## config.mk

```make
export PLATFORM = sky130hd
export DESIGN_NAME = ahb_slave_mux
export DESIGN_NICKNAME = d
export VERILOG_FILES = /design/src/design/ahb_pkg.sv /design/src/design/ahb_slave_mux.sv
export VERILOG_INCLUDE_DIRS = /design/src /design/src/include
export SDC_FILE = /design/constraint.sdc
export NUM_CORES = 1
export LEC_CHECK = 0
export BUFFER_PORTS_ARGS = -buffer_cell sky130_fd_sc_hd__buf_2
export CAP_MARGIN = 20
export CORE_MARGIN = 4
export CORE_UTILIZATION = 24
export CTS_BUF_LIST = sky130_fd_sc_hd__clkbuf_4 sky130_fd_sc_hd__clkbuf_8
export CTS_CLUSTER_DIAMETER = 60
export CTS_CLUSTER_SIZE = 40
export DETAILED_ROUTE_END_ITERATION = 8
export HOLD_SLACK_MARGIN = 0.15
export MAX_ROUTING_LAYER = met4
export PLACE_DENSITY = 0.87
export SETUP_SLACK_MARGIN = 0.05
export SLEW_MARGIN = 20
export SYNTH_ARGS = -nofsm -noshare
export SYNTH_HDL_FRONTEND = slang
export SYNTH_SLANG_ARGS = --single-unit
export TNS_END_PERCENT = 50
```

## constraint.sdc

```tcl
create_clock -name clk -period 4.7 [get_ports clk]
set_clock_uncertainty 0.2 [all_clocks]
set_input_delay 0.47 -clock clk [delete_from_list [all_inputs] [get_ports clk]]
set_output_delay 0.47 -clock clk [all_outputs]
set_load 0.01 [all_outputs]
```

## src/include/e902_soc_defs.svh

```systemverilog
`ifndef E902_SOC_DEFS_SVH
`define E902_SOC_DEFS_SVH

// system bus widths
`define E902_ADDR_W         32
`define E902_DATA_W         32

// data RAM word address, 16K words
`define E902_RAM_AW         14

// APB side address width
`define E902_APB_AW         16

// address map, top two address bits
`define E902_REGION_RAM     2'b01
`define E902_REGION_APB     2'b10

// APB slots, address bits 15:12
`define E902_APB_SLOT_KEY   4'h1
`define E902_APB_SLOT_TUBE  4'h2

// display and keyboard scan
`define E902_TUBE_DIGITS    6
`define E902_TUBE_SCAN_DIV  16
`define E902_KEY_SCAN_DIV   8

// display register reset values
`define E902_TUBE_DIGIT_RST 24'h00_0000
`define E902_TUBE_DOT_RST   6'h00

`endif

```

## src/design/ahb_pkg.sv

```systemverilog
package ahb_pkg;

`include "e902_soc_defs.svh"

    // --------------------------------------------------------------------------
    // AHB-Lite transfer encodings
    // --------------------------------------------------------------------------
    typedef enum logic [1:0] {
        htrans_idle   = 2'b00,
        htrans_busy   = 2'b01,
        htrans_nonseq = 2'b10,
        htrans_seq    = 2'b11
    } htrans_t;

    typedef enum logic [2:0] {
        hsize_byte = 3'b000,
        hsize_half = 3'b001,
        hsize_word = 3'b010
    } hsize_t;

    // hresp is a single bit here, only OKAY is ever returned
    localparam logic hresp_okay = 1'b0;

    // --------------------------------------------------------------------------
    // address phase and response
    // --------------------------------------------------------------------------
    typedef struct packed {
        logic [`E902_ADDR_W-1:0] haddr;
        htrans_t                 htrans;
        hsize_t                  hsize;
        logic                    hwrite;
    } ahb_req_t;

    typedef struct packed {
        logic [`E902_DATA_W-1:0] hrdata;
        logic                    hready;
        logic                    hresp;
    } ahb_rsp_t;

endpackage

```

## src/design/ahb_slave_mux.sv

```systemverilog
`timescale 1ns/1ps

`include "e902_soc_defs.svh"

module ahb_slave_mux import ahb_pkg::*; (
    input  logic     clk,
    input  logic     rst_n,
    input  ahb_req_t ahb_req,
    input  ahb_rsp_t ram_rsp,
    input  ahb_rsp_t bridge_rsp,
    output logic     ram_sel,
    output logic     bridge_sel,
    output ahb_rsp_t ahb_rsp
);

    typedef enum logic [1:0] {
        own_none,
        own_ram,
        own_bridge
    } owner_t;

    owner_t owner;

    // address phase decode on the top two bits
    assign ram_sel    = (ahb_req.haddr[31:30] == `E902_REGION_RAM);
    assign bridge_sel = (ahb_req.haddr[31:30] == `E902_REGION_APB);

    // owner of the data phase, moves on only when the bus is ready
    always_ff @(posedge clk) begin
        if (!rst_n) begin
            owner <= own_none;
        end else if (ahb_rsp.hready) begin
            if (ram_sel) begin
                owner <= own_ram;
            end else if (bridge_sel) begin
                owner <= own_bridge;
            end else begin
                owner <= own_none;
            end
        end
    end

    always_comb begin
        case (owner)
            own_ram:    ahb_rsp = ram_rsp;
            own_bridge: ahb_rsp = bridge_rsp;
            // unmapped, zero data with no wait state
            default:    ahb_rsp = '{hrdata: '0, hready: 1'b1, hresp: hresp_okay};
        endcase
    end

endmodule

```

Yosys cells after proc, flatten, opt, wreduce, memory -nomap -nowiden
Index checks and enable logic that the tools add are counted.
- word-level logic and storage cells: 8
- register bits after elaboration: 2
- input port bits: 108
- multiplexer cells: 3
- eq/ne operators: 4
- operators with widths (cell ; number):
    34-bit case mux with 2 select lines ; 1
    2-bit by 1-bit equality test with 1-bit output, second input constant ; 2
    2-bit equality test, second input constant ; 2
    2-bit two-way mux ; 2

Depth between registers and ports, before layout
Gate-level depths: netlist (run 1).
- depth after elaboration: 3
- depth in mapped cells: 6
- depth with buffers taken out: 4

Least setup slack after synthesis (run 1)
No wires, ideal clock.
- kind: reg-to-output
- start: register owner[0]
- end: output port ahb_rsp[0] (netlist bit)
- data required time: 4030 ps
- stages on the path, launching flop included: 6
- arrival time: 1187 ps
- buffers on the path: 2
- slack: 2843 ps
- path through: dfxtp_1 inv_1 ha_1 buf_2 clkbuf_1 nor2_1
- RTL lines (element ; RTL line ; text):
    start: declaration ; ahb_slave_mux.sv:22 ; owner_t owner;
    start signal: assignment ; ahb_slave_mux.sv:31 ; owner <= own_none;
    start signal: assignment ; ahb_slave_mux.sv:34 ; owner <= own_ram;
    start signal: assignment ; ahb_slave_mux.sv:36 ; owner <= own_bridge;
    end: declaration ; ahb_slave_mux.sv:13 ; output ahb_rsp_t ahb_rsp

==> parameters.txt, run 1 <==
Parameter                              Value

Setup path
  CP endpoint kind ... primary output
  Slowest-stage cell, CP ... sky130_fd_sc_hd__ha_1
  FF-to-FF End ... owner[1]
  Data required time at the worst endpoint ... 4.03 ns
  Maximum fanout along the worst path ... 18
  Cell class contributing the biggest share of worst-path delay ... adder cells
  Critical Path Stages ... 6
  Launching point of the worst reg2reg path ... owner[0]
  Worst-path cell chain ... inv_1, ha_1, buf_4, a22oi_1, nor2_1, buf_2
  Critical path start-end classification ... register to primary output
  Crit path launch type ... register
  Worst setup slack for register-to-register paths ... 2.98 ns
  Buf+Inv Stages, Crit Path ... 3
  Worst path arrival time ... 1.90 ns
  Logic depth of the worst register-to-register path ... 4
  Max stage delay on crit path ... 0.57 ns
  Timing startpoint of the critical path ... owner[1]

Clock tree
  Clock latency on the worst-skew pair ... 0.23 ns
  Clock sink count ... 2
  Longest Clk Path Bufs ... 2
  Number of buffers inserted during clock tree synthesis ... 3
  Post-cts repair resize count ... 0
  Clock slew at reported path FFs ... 0.03 ns
  Deepest level of the CTS H-tree ... 1
  Clock tree from TritonCTS ... done
  Clock Root Buffer ... sky130_fd_sc_hd__clkbuf_4
  Number of buffers inserted for hold repair after clock tree synthesis ... 0
  Buffers inserted during post-CTS setup optimization ... 0

Finish
  Register cell area after layout ... 40.04 um2
  Largest reg by FF count ... owner
  Max reg flops ... 2
  Non-filler cells in the finished layout ... 221
  Biggest regs ... owner (2)
  Layout cell share with drive strength beyond 1 ... 0.5855
  Layout fillers ... 233
  Multi-input gate area ... 480.5 um2
  Synthesis-to-layout area growth ... 90.53%
  Final Net Count ... 305
  Antenna diode count ... 0

Min path
  Worst hold path cell count ... 2
  Worst min path class ... register to register
  Worst Hold Path EP ... owner[0]
  Hold Crit Start ... owner[0]

Die
  Number of rows in the core area ... 17
  Placeable core area ... 2276 um2
  Count of pins on the block boundary ... 144
  Die span in y ... 57.76 um
  Starting density of the core ... 0.2611
  Horiz. Die Dim ... slightly below 60 um
  Die area ... 3336 um2

Power
  Overall Power ... 145.1 uW
  Pwr/cell area ... 128.1 nW/um2
  Leakage ... 0.0006177 uW
  Peak supply drop ... roughly 190 uV

Run
  Number of max-cap violations ... 0

Global route
  Number of antenna violations at the first check in global routing ... 0
  Largest net degree at the start of global routing ... 35
  Global route overflow ... 0
  Global-route wire length before repair ... 4126 um
  Total Routing Usage GR ... 0.1543
  Number of global-route vias before repair ... 990

Yosys
  Netlist area before placement ... between 500 and 600 um2
  Post-synth EDFFs ... 0
  Synth async-reset ratio ... 0
  Post-synth top flop ... sky130_fd_sc_hd__dfxtp_1
  Synthesized netlist cell count ... 94
  Synth Warn # ... 0
  Number of register bits inferred by synthesis ... 2
  Post-synth net total ... 204
  Distinct cell type count of the synthesized netlist ... 15
  Per-instance average area after synthesis ... 6.323 um2
  Sequential fraction of the synthesis area ... 0.06737

Detailed routing
  Vias after detailed routing ... 1,089
  Via-per-instance ratio ... between 4 and 5
  Routed length per instance ... 12.39 um
  # DRC ... 0
  Drt first-iter violations ... 66
  Number of nets with antenna violations after detailed routing ... 0
  Total routed wirelength ... 2738 um
  Detailed-routing iteration count for the pre-antenna-repair pass ... 4

STA
  Setup repair after global routing missed its margin ... no
  Final hold violations ... 0
  Number of slew-limit violations in the final report ... 0
  Final worst path period need ... 2.570 ns
  Final total negative setup slack ... 0 ns
  Achievable frequency ... 0.3892 GHz
  Final hold slack ... 0.2742 ns
  Relative max-transition margin ... 0.5632
  Post-route fraction of the period consumed by the critical path ... 0.5467
  Transition time at the pin with the least slew margin ... roughly 0.66 ns
  Final setup vio count ... 0

Place
  Routability cong. ... 0.6638
  Total instance count after detailed placement ... about 220
  Number of buffers inserted by port buffering ... roughly 110
  Post-DP HPWL ... 2147 um

Outcome
  Run status ... completed
==> report_power, final <==
| group | internal, uW | leakage, uW | total (uW) | switching (uW) |
|---|---|---|---|---|
| clock network | 28.2 | 0.0000138 | 38.7 | 10.5 |
| logic | 43.0 | 0.000587 | 87.5 | 44.5 |
| registers | 18.1 | 0.0000164 | 18.9 | 0.730 |
| total | 89.3 | 0.000618 | 145 | 55.7 |
==> synth_stat cells, types with 2 or more instances <==
cell,number,area (um2)
sky130_fd_sc_hd__nor2_1,33,123.9
sky130_fd_sc_hd__nand3b_1,2,15.01
sky130_fd_sc_hd__nor2b_1,2,12.51
sky130_fd_sc_hd__buf_2,7,35.03
sky130_fd_sc_hd__mux2i_1,2,20.02
sky130_fd_sc_hd__dfxtp_1,2,40.04
sky130_fd_sc_hd__nand2_1,2,7.510
sky130_fd_sc_hd__clkbuf_1,2,7.510
sky130_fd_sc_hd__inv_1,3,11.26
sky130_fd_sc_hd__a22oi_1,33,247.7
sky130_fd_sc_hd__ha_1,2,25.02
==> metal layers <==
layer / track usage / vias up / part of all wire
met5: - / - / 0
met4: 0.03974 / 0 / 0
met3: 0.04009 / 0 / 0.14
met2: 0.2806 / 73 / 0.48
met1: 0.1643 / 475 / 0.38
li1: - / 541 / -
==> cells in the final DEF (no fill, tap or decap), types with 2 or more instances in the layout <==
cell type and instances:
sky130_fd_sc_hd__buf_2 107, sky130_fd_sc_hd__a22oi_1 33, sky130_fd_sc_hd__nor2_1 33, sky130_fd_sc_hd__inv_1 3, sky130_fd_sc_hd__clkbuf_4 3, sky130_fd_sc_hd__nor2b_1 2
sky130_fd_sc_hd__nand3b_1 2, sky130_fd_sc_hd__nand2_1 2, sky130_fd_sc_hd__mux2i_1 2, sky130_fd_sc_hd__dfxtp_1 2
==> worst reg2reg max path: stages, from the launching register on <==
cell and delay, ns:
sky130_fd_sc_hd__dfxtp_1 0.34, sky130_fd_sc_hd__inv_1 0.05, sky130_fd_sc_hd__ha_2 0.50, sky130_fd_sc_hd__a221oi_4 0.34, sky130_fd_sc_hd__mux2i_1 0.23
==> how the worst max path moves through the flow <==
stage             endpoint  slack [ns]
3_5_place_dp   ahb_rsp[18]        2.35
4_1_cts        ahb_rsp[18]        2.10
6_report       ahb_rsp[18]        2.13
3_3_place_gp   ahb_rsp[18]        2.14
5_1_grt        ahb_rsp[18]        1.94
2_1_floorplan   ahb_rsp[0]        2.84
==> layout make-up <==
cell class                      count  share of cell area
Tap cell                           28             0.03094
Inverter                            3            0.009945
Multi-Input combinational cell     77              0.4243
Sequential cell                     2             0.03536
Timing Repair Buffer              108              0.4796
Clock buffer                        3             0.01989
==> cells by family (layout without fill, tap and decap cells) <==
| logic type | Yosys count | in the layout | share of synthesized area |
|---|---|---|---|
| buffers and inverters | 15 | 114 | 0.1284 |
| AND/OR/NAND/NOR | 39 | 39 | 0.2674 |
| multiplexers | 2 | 2 | 0.03369 |
| adder cells (fa/ha/maj) | 2 | 2 | 0.04210 |
| AO/OA/AOI/OAI | 34 | 34 | 0.4611 |
| flip-flops | 2 | 2 | 0.06737 |
==> through the flow <==
step / utilization / setup slack (ns) / area [um2]
after floorplan: - / 2.843 / 594.3
after global placement: 0.4865 / 2.145 / 1107
after detailed placement: 0.4876 / 2.351 / 1110
after CTS: 0.4975 / 2.099 / 1132
after global routing: 0.4975 / 1.940 / 1132
final: 0.4975 / 2.130 / 1132
No activity file was read; power rests on OpenSTA's default activity.
==> inputs of run 2 (changes only) <==
CORE_UTILIZATION = 23   (was 24)
PLACE_DENSITY = 0.84   (was 0.87)
clock period = 2.7 ns   (was 4.7 ns; I/O delays follow)
==> run 2 against run 1 <==
Net effect: worst hold slack worse by 0.084 ns; critical path depth unchanged; largest cell class unchanged; flip-flop and latch count stayed put; wire length is 5.1% lower; clock power rose by 61%; first-iteration DRC count down 24%; combinational power up 78%; via count decreased by 2.2%; sequential share of layout area is 0.11 points lower; sequential power grew 75%.
==> parameters.txt, run 2 (synthesis results as in run 1) <==
Parameter                              Value

Outcome
  Run status ... completed

STA
  Number of slew-limit violations in the final report ... 0
  Post-route fraction of the period consumed by the critical path ... 0.8316
  Final total negative setup slack ... 0 ns
  Final setup vio count ... 0
  Setup repair after global routing missed its margin ... no
  Achievable frequency ... 0.4454 GHz
  Relative max-transition margin ... 0.6619
  Final worst path period need ... 2.245 ns
  Final hold violations ... 0
  Transition time at the pin with the least slew margin ... 0.5071 ns

Detailed routing
  Vias after detailed routing ... 1,065
  Detailed-routing iteration count for the pre-antenna-repair pass ... 4
  # DRC ... 0
  Met3 routed wirelength ... 368 um
  Number of nets with antenna violations after detailed routing ... 0
  Via-per-instance ratio ... 4.692
  WL met1 ... 950 um
  Met2 routed WL ... 1266 um
  Top metal layer carrying routed signals ... met4
  Total routed wirelength ... ~2600 um
  Drt first-iter violations ... 50
  Routed length per instance ... 11.44 um

Power
  Peak supply drop ... ~370 uV
  Switching power of the nets ... 93.05 uW
  Sequential share of power ... 0.131
  Part of the total power dissipated in combinational logic ... 0.621
  Pwr/cell area ... about 220 nW/um2
  Part of the total power dissipated in the clock network ... 0.248
  Leakage ... 0.0006380 uW
  Sw Share ... 0.3695
  Int Power ... 158.8 uW

Clock tree
  Clock slew at reported path FFs ... ~0.030 ns
  Clock latency on the worst-skew pair ... 0.22 ns
  Clock sink count ... 2
  Deepest level of the CTS H-tree ... 1
  Buffers inserted during post-CTS setup optimization ... 0
  Number of buffers inserted during clock tree synthesis ... 3
  Longest Clk Path Bufs ... 2
  Clock tree from TritonCTS ... done
  Clock Root Buffer ... sky130_fd_sc_hd__clkbuf_4

Setup path
  Data required time at the worst endpoint ... roughly 2.2 ns
  Maximum fanout along the worst path ... 22
  Buf+Inv Stages, Crit Path ... 3
  Logic depth of the worst register-to-register path ... 5
  Max stage delay on crit path ... 0.47 ns
  Crit path launch type ... register
  Worst-path cell chain ... inv_1, ha_1, buf_4, a22oi_1, nor2_1, buf_2
  Cell class contributing the biggest share of worst-path delay ... buffers and inverters
  Critical path start-end classification ... register to primary output
  Slowest-stage cell, CP ... sky130_fd_sc_hd__ha_1
  CP endpoint kind ... primary output
  Worst path arrival time ... 1.78 ns
  Critical Path Stages ... 6

Die
  Number of rows in the core area ... 18
  Horiz. Die Dim ... 58.84 um
  Die area ... 3462 um2
  Starting density of the core ... 0.2399
  Placeable core area ... 2477 um2
  Die span in y ... 58.84 um
  Count of pins on the block boundary ... 144

Finish
  Register cell area after layout ... 40.04 um2
  Largest reg by FF count ... owner
  Final Net Count ... 309
  Leading cell type in the layout, fill and taps excluded ... sky130_fd_sc_hd__buf_2
  Antenna diode count ... 0
  Synthesis-to-layout area growth ... 96.84%
  Layout cell share with drive strength beyond 1 ... 0.5838
  Highest-count cells in the layout ignoring fill and taps ... 107 x sky130_fd_sc_hd__buf_2, 33 x sky130_fd_sc_hd__a22oi_1, 33 x sky130_fd_sc_hd__nor2_1
  Multi-input gate area ... between 400 and 500 um2
  Fin area ... 1170 um2
  Non-filler cells in the finished layout ... 227
  Max reg flops ... 2
  Biggest regs ... owner (2)
  Layout fillers ... 271

Min path
  Worst hold path cell count ... 3
  Worst min path class ... primary input to register

Place
  Routability cong. ... roughly 0.7
  Post-DP HPWL ... 2029 um
  Total instance count after detailed placement ... 222
  Number of buffers inserted by port buffering ... 107
  Standard cell area after detailed placement ... 1125 um2

Global route
  Largest net degree at the start of global routing ... 34
  Global route overflow ... 0
  Number of antenna violations at the first check in global routing ... 0
  Total Routing Usage GR ... 0.1476
  Number of global-route vias before repair ... 1,010
  Global-route wire length before repair ... around 4000 um

Run
  Number of max-cap violations ... 0
[run 2: worst paths after layout]
check	end	start	slack, ns
worst max register to register	owner[1]	owner[0]	0.51
worst min register to register	owner[0]	owner[0]	0.33
worst min-delay path	owner[0]	ahb_req[36]	0.19
worst max-delay path	ahb_rsp[30]	owner[0]	0.45
[run 2: per-stage QoR]
| step | utilization | hold WS, ns | setup WS (ns) | total power [uW] |
|---|---|---|---|---|
| after global routing | 0.4722 | 0.1958 | 0.2575 | 283.5 |
| after floorplan | - | 0.2191 | 1.043 | 114.1 |
| after detailed placement | 0.4540 | 0.2868 | 0.4562 | 188.1 |
| final | 0.4722 | 0.1902 | 0.4548 | 251.8 |
| after CTS | 0.4712 | 0.1503 | 0.2224 | 255.7 |
| after global placement | 0.4540 | 0.2689 | 0.4541 | 185.5 |
[run 2: worst register-to-register path: stages, from the launching register on]
cell and delay [ns]:
sky130_fd_sc_hd__dfxtp_1 0.35, sky130_fd_sc_hd__inv_1 0.06, sky130_fd_sc_hd__ha_1 0.37, sky130_fd_sc_hd__a221oi_4 0.40
sky130_fd_sc_hd__mux2i_1 0.21, sky130_fd_sc_hd__dlygate4sd3_1 0.55
[run 2: power groups by stage]
stage / logic [uW] / registers (uW) / clock network, uW
after CTS: 158 / 33.1 / 65.0
after floorplan: 81.1 / 33.0 / 0
after detailed placement: 155 / 33.4 / 0
final: 156 / 33.1 / 62.3
after global placement: 152 / 33.3 / 0
after global routing: 177 / 33.1 / 73.5
[run 2: layout make-up]
class | instances | share of cell area
sequential | 2 | 0.03422
inverter | 3 | 0.009626
clock buffer | 3 | 0.01925
timing repair buffer | 112 | 0.4941
tap | 30 | 0.03209
multi-input combinational | 77 | 0.4107
[run 2: metal layers]
layer	vias to the layer above	track usage
met5	-	-
met4	0	0.02913
met3	2	0.03728
met2	64	0.2697
met1	449	0.1601
li1	550	-
[run 2: what timing repair did]
action                                  CTS  global route
hold endpoints to repair                  2             0
endpoints found under the setup margin    0             2
resized for setup                         0             1
hold buffers                              2             0
==> inputs of run 3 (changes only) <==
CORE_UTILIZATION = 20   (was 23)
PLACE_DENSITY = 0.77   (was 0.84)
clock period = 2 ns   (was 2.7 ns; I/O delays follow)
==> run 3 against run 2 <==
Net effect: wire length increased by 10%; first-iteration DRC count decreased by 14%; combinational power increased by 51%; sequential share of layout area decreased by 0.066 points; final area increased by 8.3%; global-route usage decreased by 0.28 points.
==> parameters.txt, run 3 (synthesis results as in run 1) <==
Parameter                              Value

Place
  Standard cell area after detailed placement ... between 1000 and 1500 um2
  Routability cong. ... roughly 0.67
  Post-DP HPWL ... 2238 um
  Total instance count after detailed placement ... 225
  Number of buffers inserted by port buffering ... 107
  Setup slack at placement ... 0.2236 ns

Clock tree
  Clock Root Buffer ... sky130_fd_sc_hd__clkbuf_4
  Number of buffers inserted during clock tree synthesis ... 3
  Clock sink count ... 2
  Longest Clk Path Bufs ... 2
  Buffers inserted during post-CTS setup optimization ... 0
  Clock slew at reported path FFs ... ~0.030 ns
  Clock tree from TritonCTS ... done
  Deepest level of the CTS H-tree ... 1
  Clock latency on the worst-skew pair ... around 0.23 ns

Global route
  Total Routing Usage GR ... 0.1448
  Number of global-route vias before repair ... 1,122
  Number of antenna violations at the first check in global routing ... 0
  Largest net degree at the start of global routing ... 28
  Global-route wire length before repair ... 4733 um
  Global route overflow ... 0

Setup path
  Launching point of the worst reg2reg path ... owner[0]
  CP endpoint kind ... primary output
  Logic depth of the worst register-to-register path ... 4
  Data required time at the worst endpoint ... 1.60 ns
  Maximum fanout along the worst path ... 27
  Critical path start-end classification ... register to primary output
  Crit path launch type ... register
  FF-to-FF End ... owner[1]
  Worst path arrival time ... roughly 1.4 ns
  Worst setup slack for register-to-register paths ... about 0.50 ns

Finish
  Layout cell share with drive strength beyond 1 ... 0.5911
  Final Net Count ... 315
  Non-filler cells in the finished layout ... 234
  Fin area ... approximately 1300 um2
  Synthesis-to-layout area growth ... 113.3%
  Max reg flops ... 2
  Antenna diode count ... 0
  Leading cell type in the layout, fill and taps excluded ... sky130_fd_sc_hd__buf_2
  Biggest regs ... owner (2)
  Largest reg by FF count ... owner
  Highest-count cells in the layout ignoring fill and taps ... 107 x sky130_fd_sc_hd__buf_2, 33 x sky130_fd_sc_hd__a22oi_1, 33 x sky130_fd_sc_hd__nor2_1

Die
  Die span in y ... between 60 and 70 um
  Number of rows in the core area ... 19
  Starting density of the core ... 0.2119
  Horiz. Die Dim ... approximately 63 um
  Count of pins on the block boundary ... approximately 140
  Die area ... 3908 um2
  Placeable core area ... around 2800 um2

STA
  Setup repair after global routing missed its margin ... no
  Final setup margin ... between 0.15 and 0.2 ns
  Number of slew-limit violations in the final report ... 0
  Final worst path period need ... ~1.8 ns
  Achievable frequency ... 0.5436 GHz
  Transition time at the pin with the least slew margin ... about 0.28 ns
  Final setup vio count ... 0
  Final hold violations ... 0
  Final total negative setup slack ... 0 ns
  Post-route fraction of the period consumed by the critical path ... 0.9198
  Relative max-transition margin ... 0.8123

Outcome
  Run status ... completed

Power
  Pwr/cell area ... slightly below 300 nW/um2
  Leakage ... 0.0006680 uW
  Overall Power ... ~380 uW
  Peak supply drop ... 211.0 uV

Min path
  Worst Hold Path EP ... owner[1]
  Hold Crit Start ... owner[1]
  Worst min path class ... register to register
  Worst hold path cell count ... 2

Detailed routing
  Vias after detailed routing ... 1,116
  Total routed wirelength ... 2862 um
  Routed length per instance ... 12.23 um
  Number of nets with antenna violations after detailed routing ... 0
  Drt first-iter violations ... 43
  # DRC ... 0
  Via-per-instance ratio ... 4.769
  Detailed-routing iteration count for the pre-antenna-repair pass ... 4

Run
  Number of max-cap violations ... 0
[run 3: cell types whose count changed in the layout (fill, tap and decap cells not counted), sizes merged]
cell	before	now
buf	110	112
dlygate4sd3	2	6
[run 3: worst max path at each step]
stage / start / to / slack, ns / cells after the start
final: owner[0] / ahb_rsp[18] / 0.16 / 6
after global placement: owner[0] / ahb_rsp[7] / 0.23 / 5
after floorplan: owner[0] / ahb_rsp[0] / 0.41 / 5
after CTS: owner[0] / ahb_rsp[7] / 0.09 / 5
after detailed placement: owner[0] / ahb_rsp[7] / 0.22 / 5
after global routing: owner[0] / ahb_rsp[23] / 0.07 / 6
[run 3: through the flow]
step	util	hold slack, ns
final	0.4518	0.3006
after detailed placement	0.4112	0.2875
after floorplan	-	0.1491
after global placement	0.4112	0.2692
after CTS	0.4438	0.2951
after global routing	0.4518	0.3155
[run 3: area by class of cell]
cell class                      count  area (um2)
Clock buffer                        3       22.52
Inverter                            3       11.26
Timing Repair Buffer              118       649.4
Sequential cell                     2       42.54
Fill cell                         288        1538
Multi-Input combinational cell     77       503.0
Tap cell                           31       38.79
[run 3: layer usage]
layer / vias up / GRT usage / wire length, um
li1: 559 / - / -
met5: - / - / 0
met4: 0 / 0.04683 / 36
met1: 481 / 0.1393 / 1084
met3: 6 / 0.05036 / 330
met2: 70 / 0.2690 / 1411
[run 3: where the power goes]
part / total, uW / leakage, uW / internal [uW] / switching [uW]
logic: 236 / 0.000637 / 126 / 110
registers: 46.5 / 0.0000172 / 43.1 / 3.32
clock network: 94.1 / 0.0000138 / 66.6 / 27.5
total: 376 / 0.000668 / 236 / 141
[run 3: worst max-delay path, stage by stage (launching register included)]
cell,delay (ns)
sky130_fd_sc_hd__dfxtp_2,0.36
sky130_fd_sc_hd__inv_1,0.08
sky130_fd_sc_hd__ha_4,0.20
sky130_fd_sc_hd__buf_12,0.17
sky130_fd_sc_hd__a22oi_1,0.19
sky130_fd_sc_hd__nor2_1,0.06
sky130_fd_sc_hd__buf_2,0.13
[run 3: timing repair]
item | CTS | global route
hold endpoints to repair | 2 | 0
setup endpoints to repair | 29 | 27
gates resized for setup | 3 | 4
hold buffers | 6 | 0
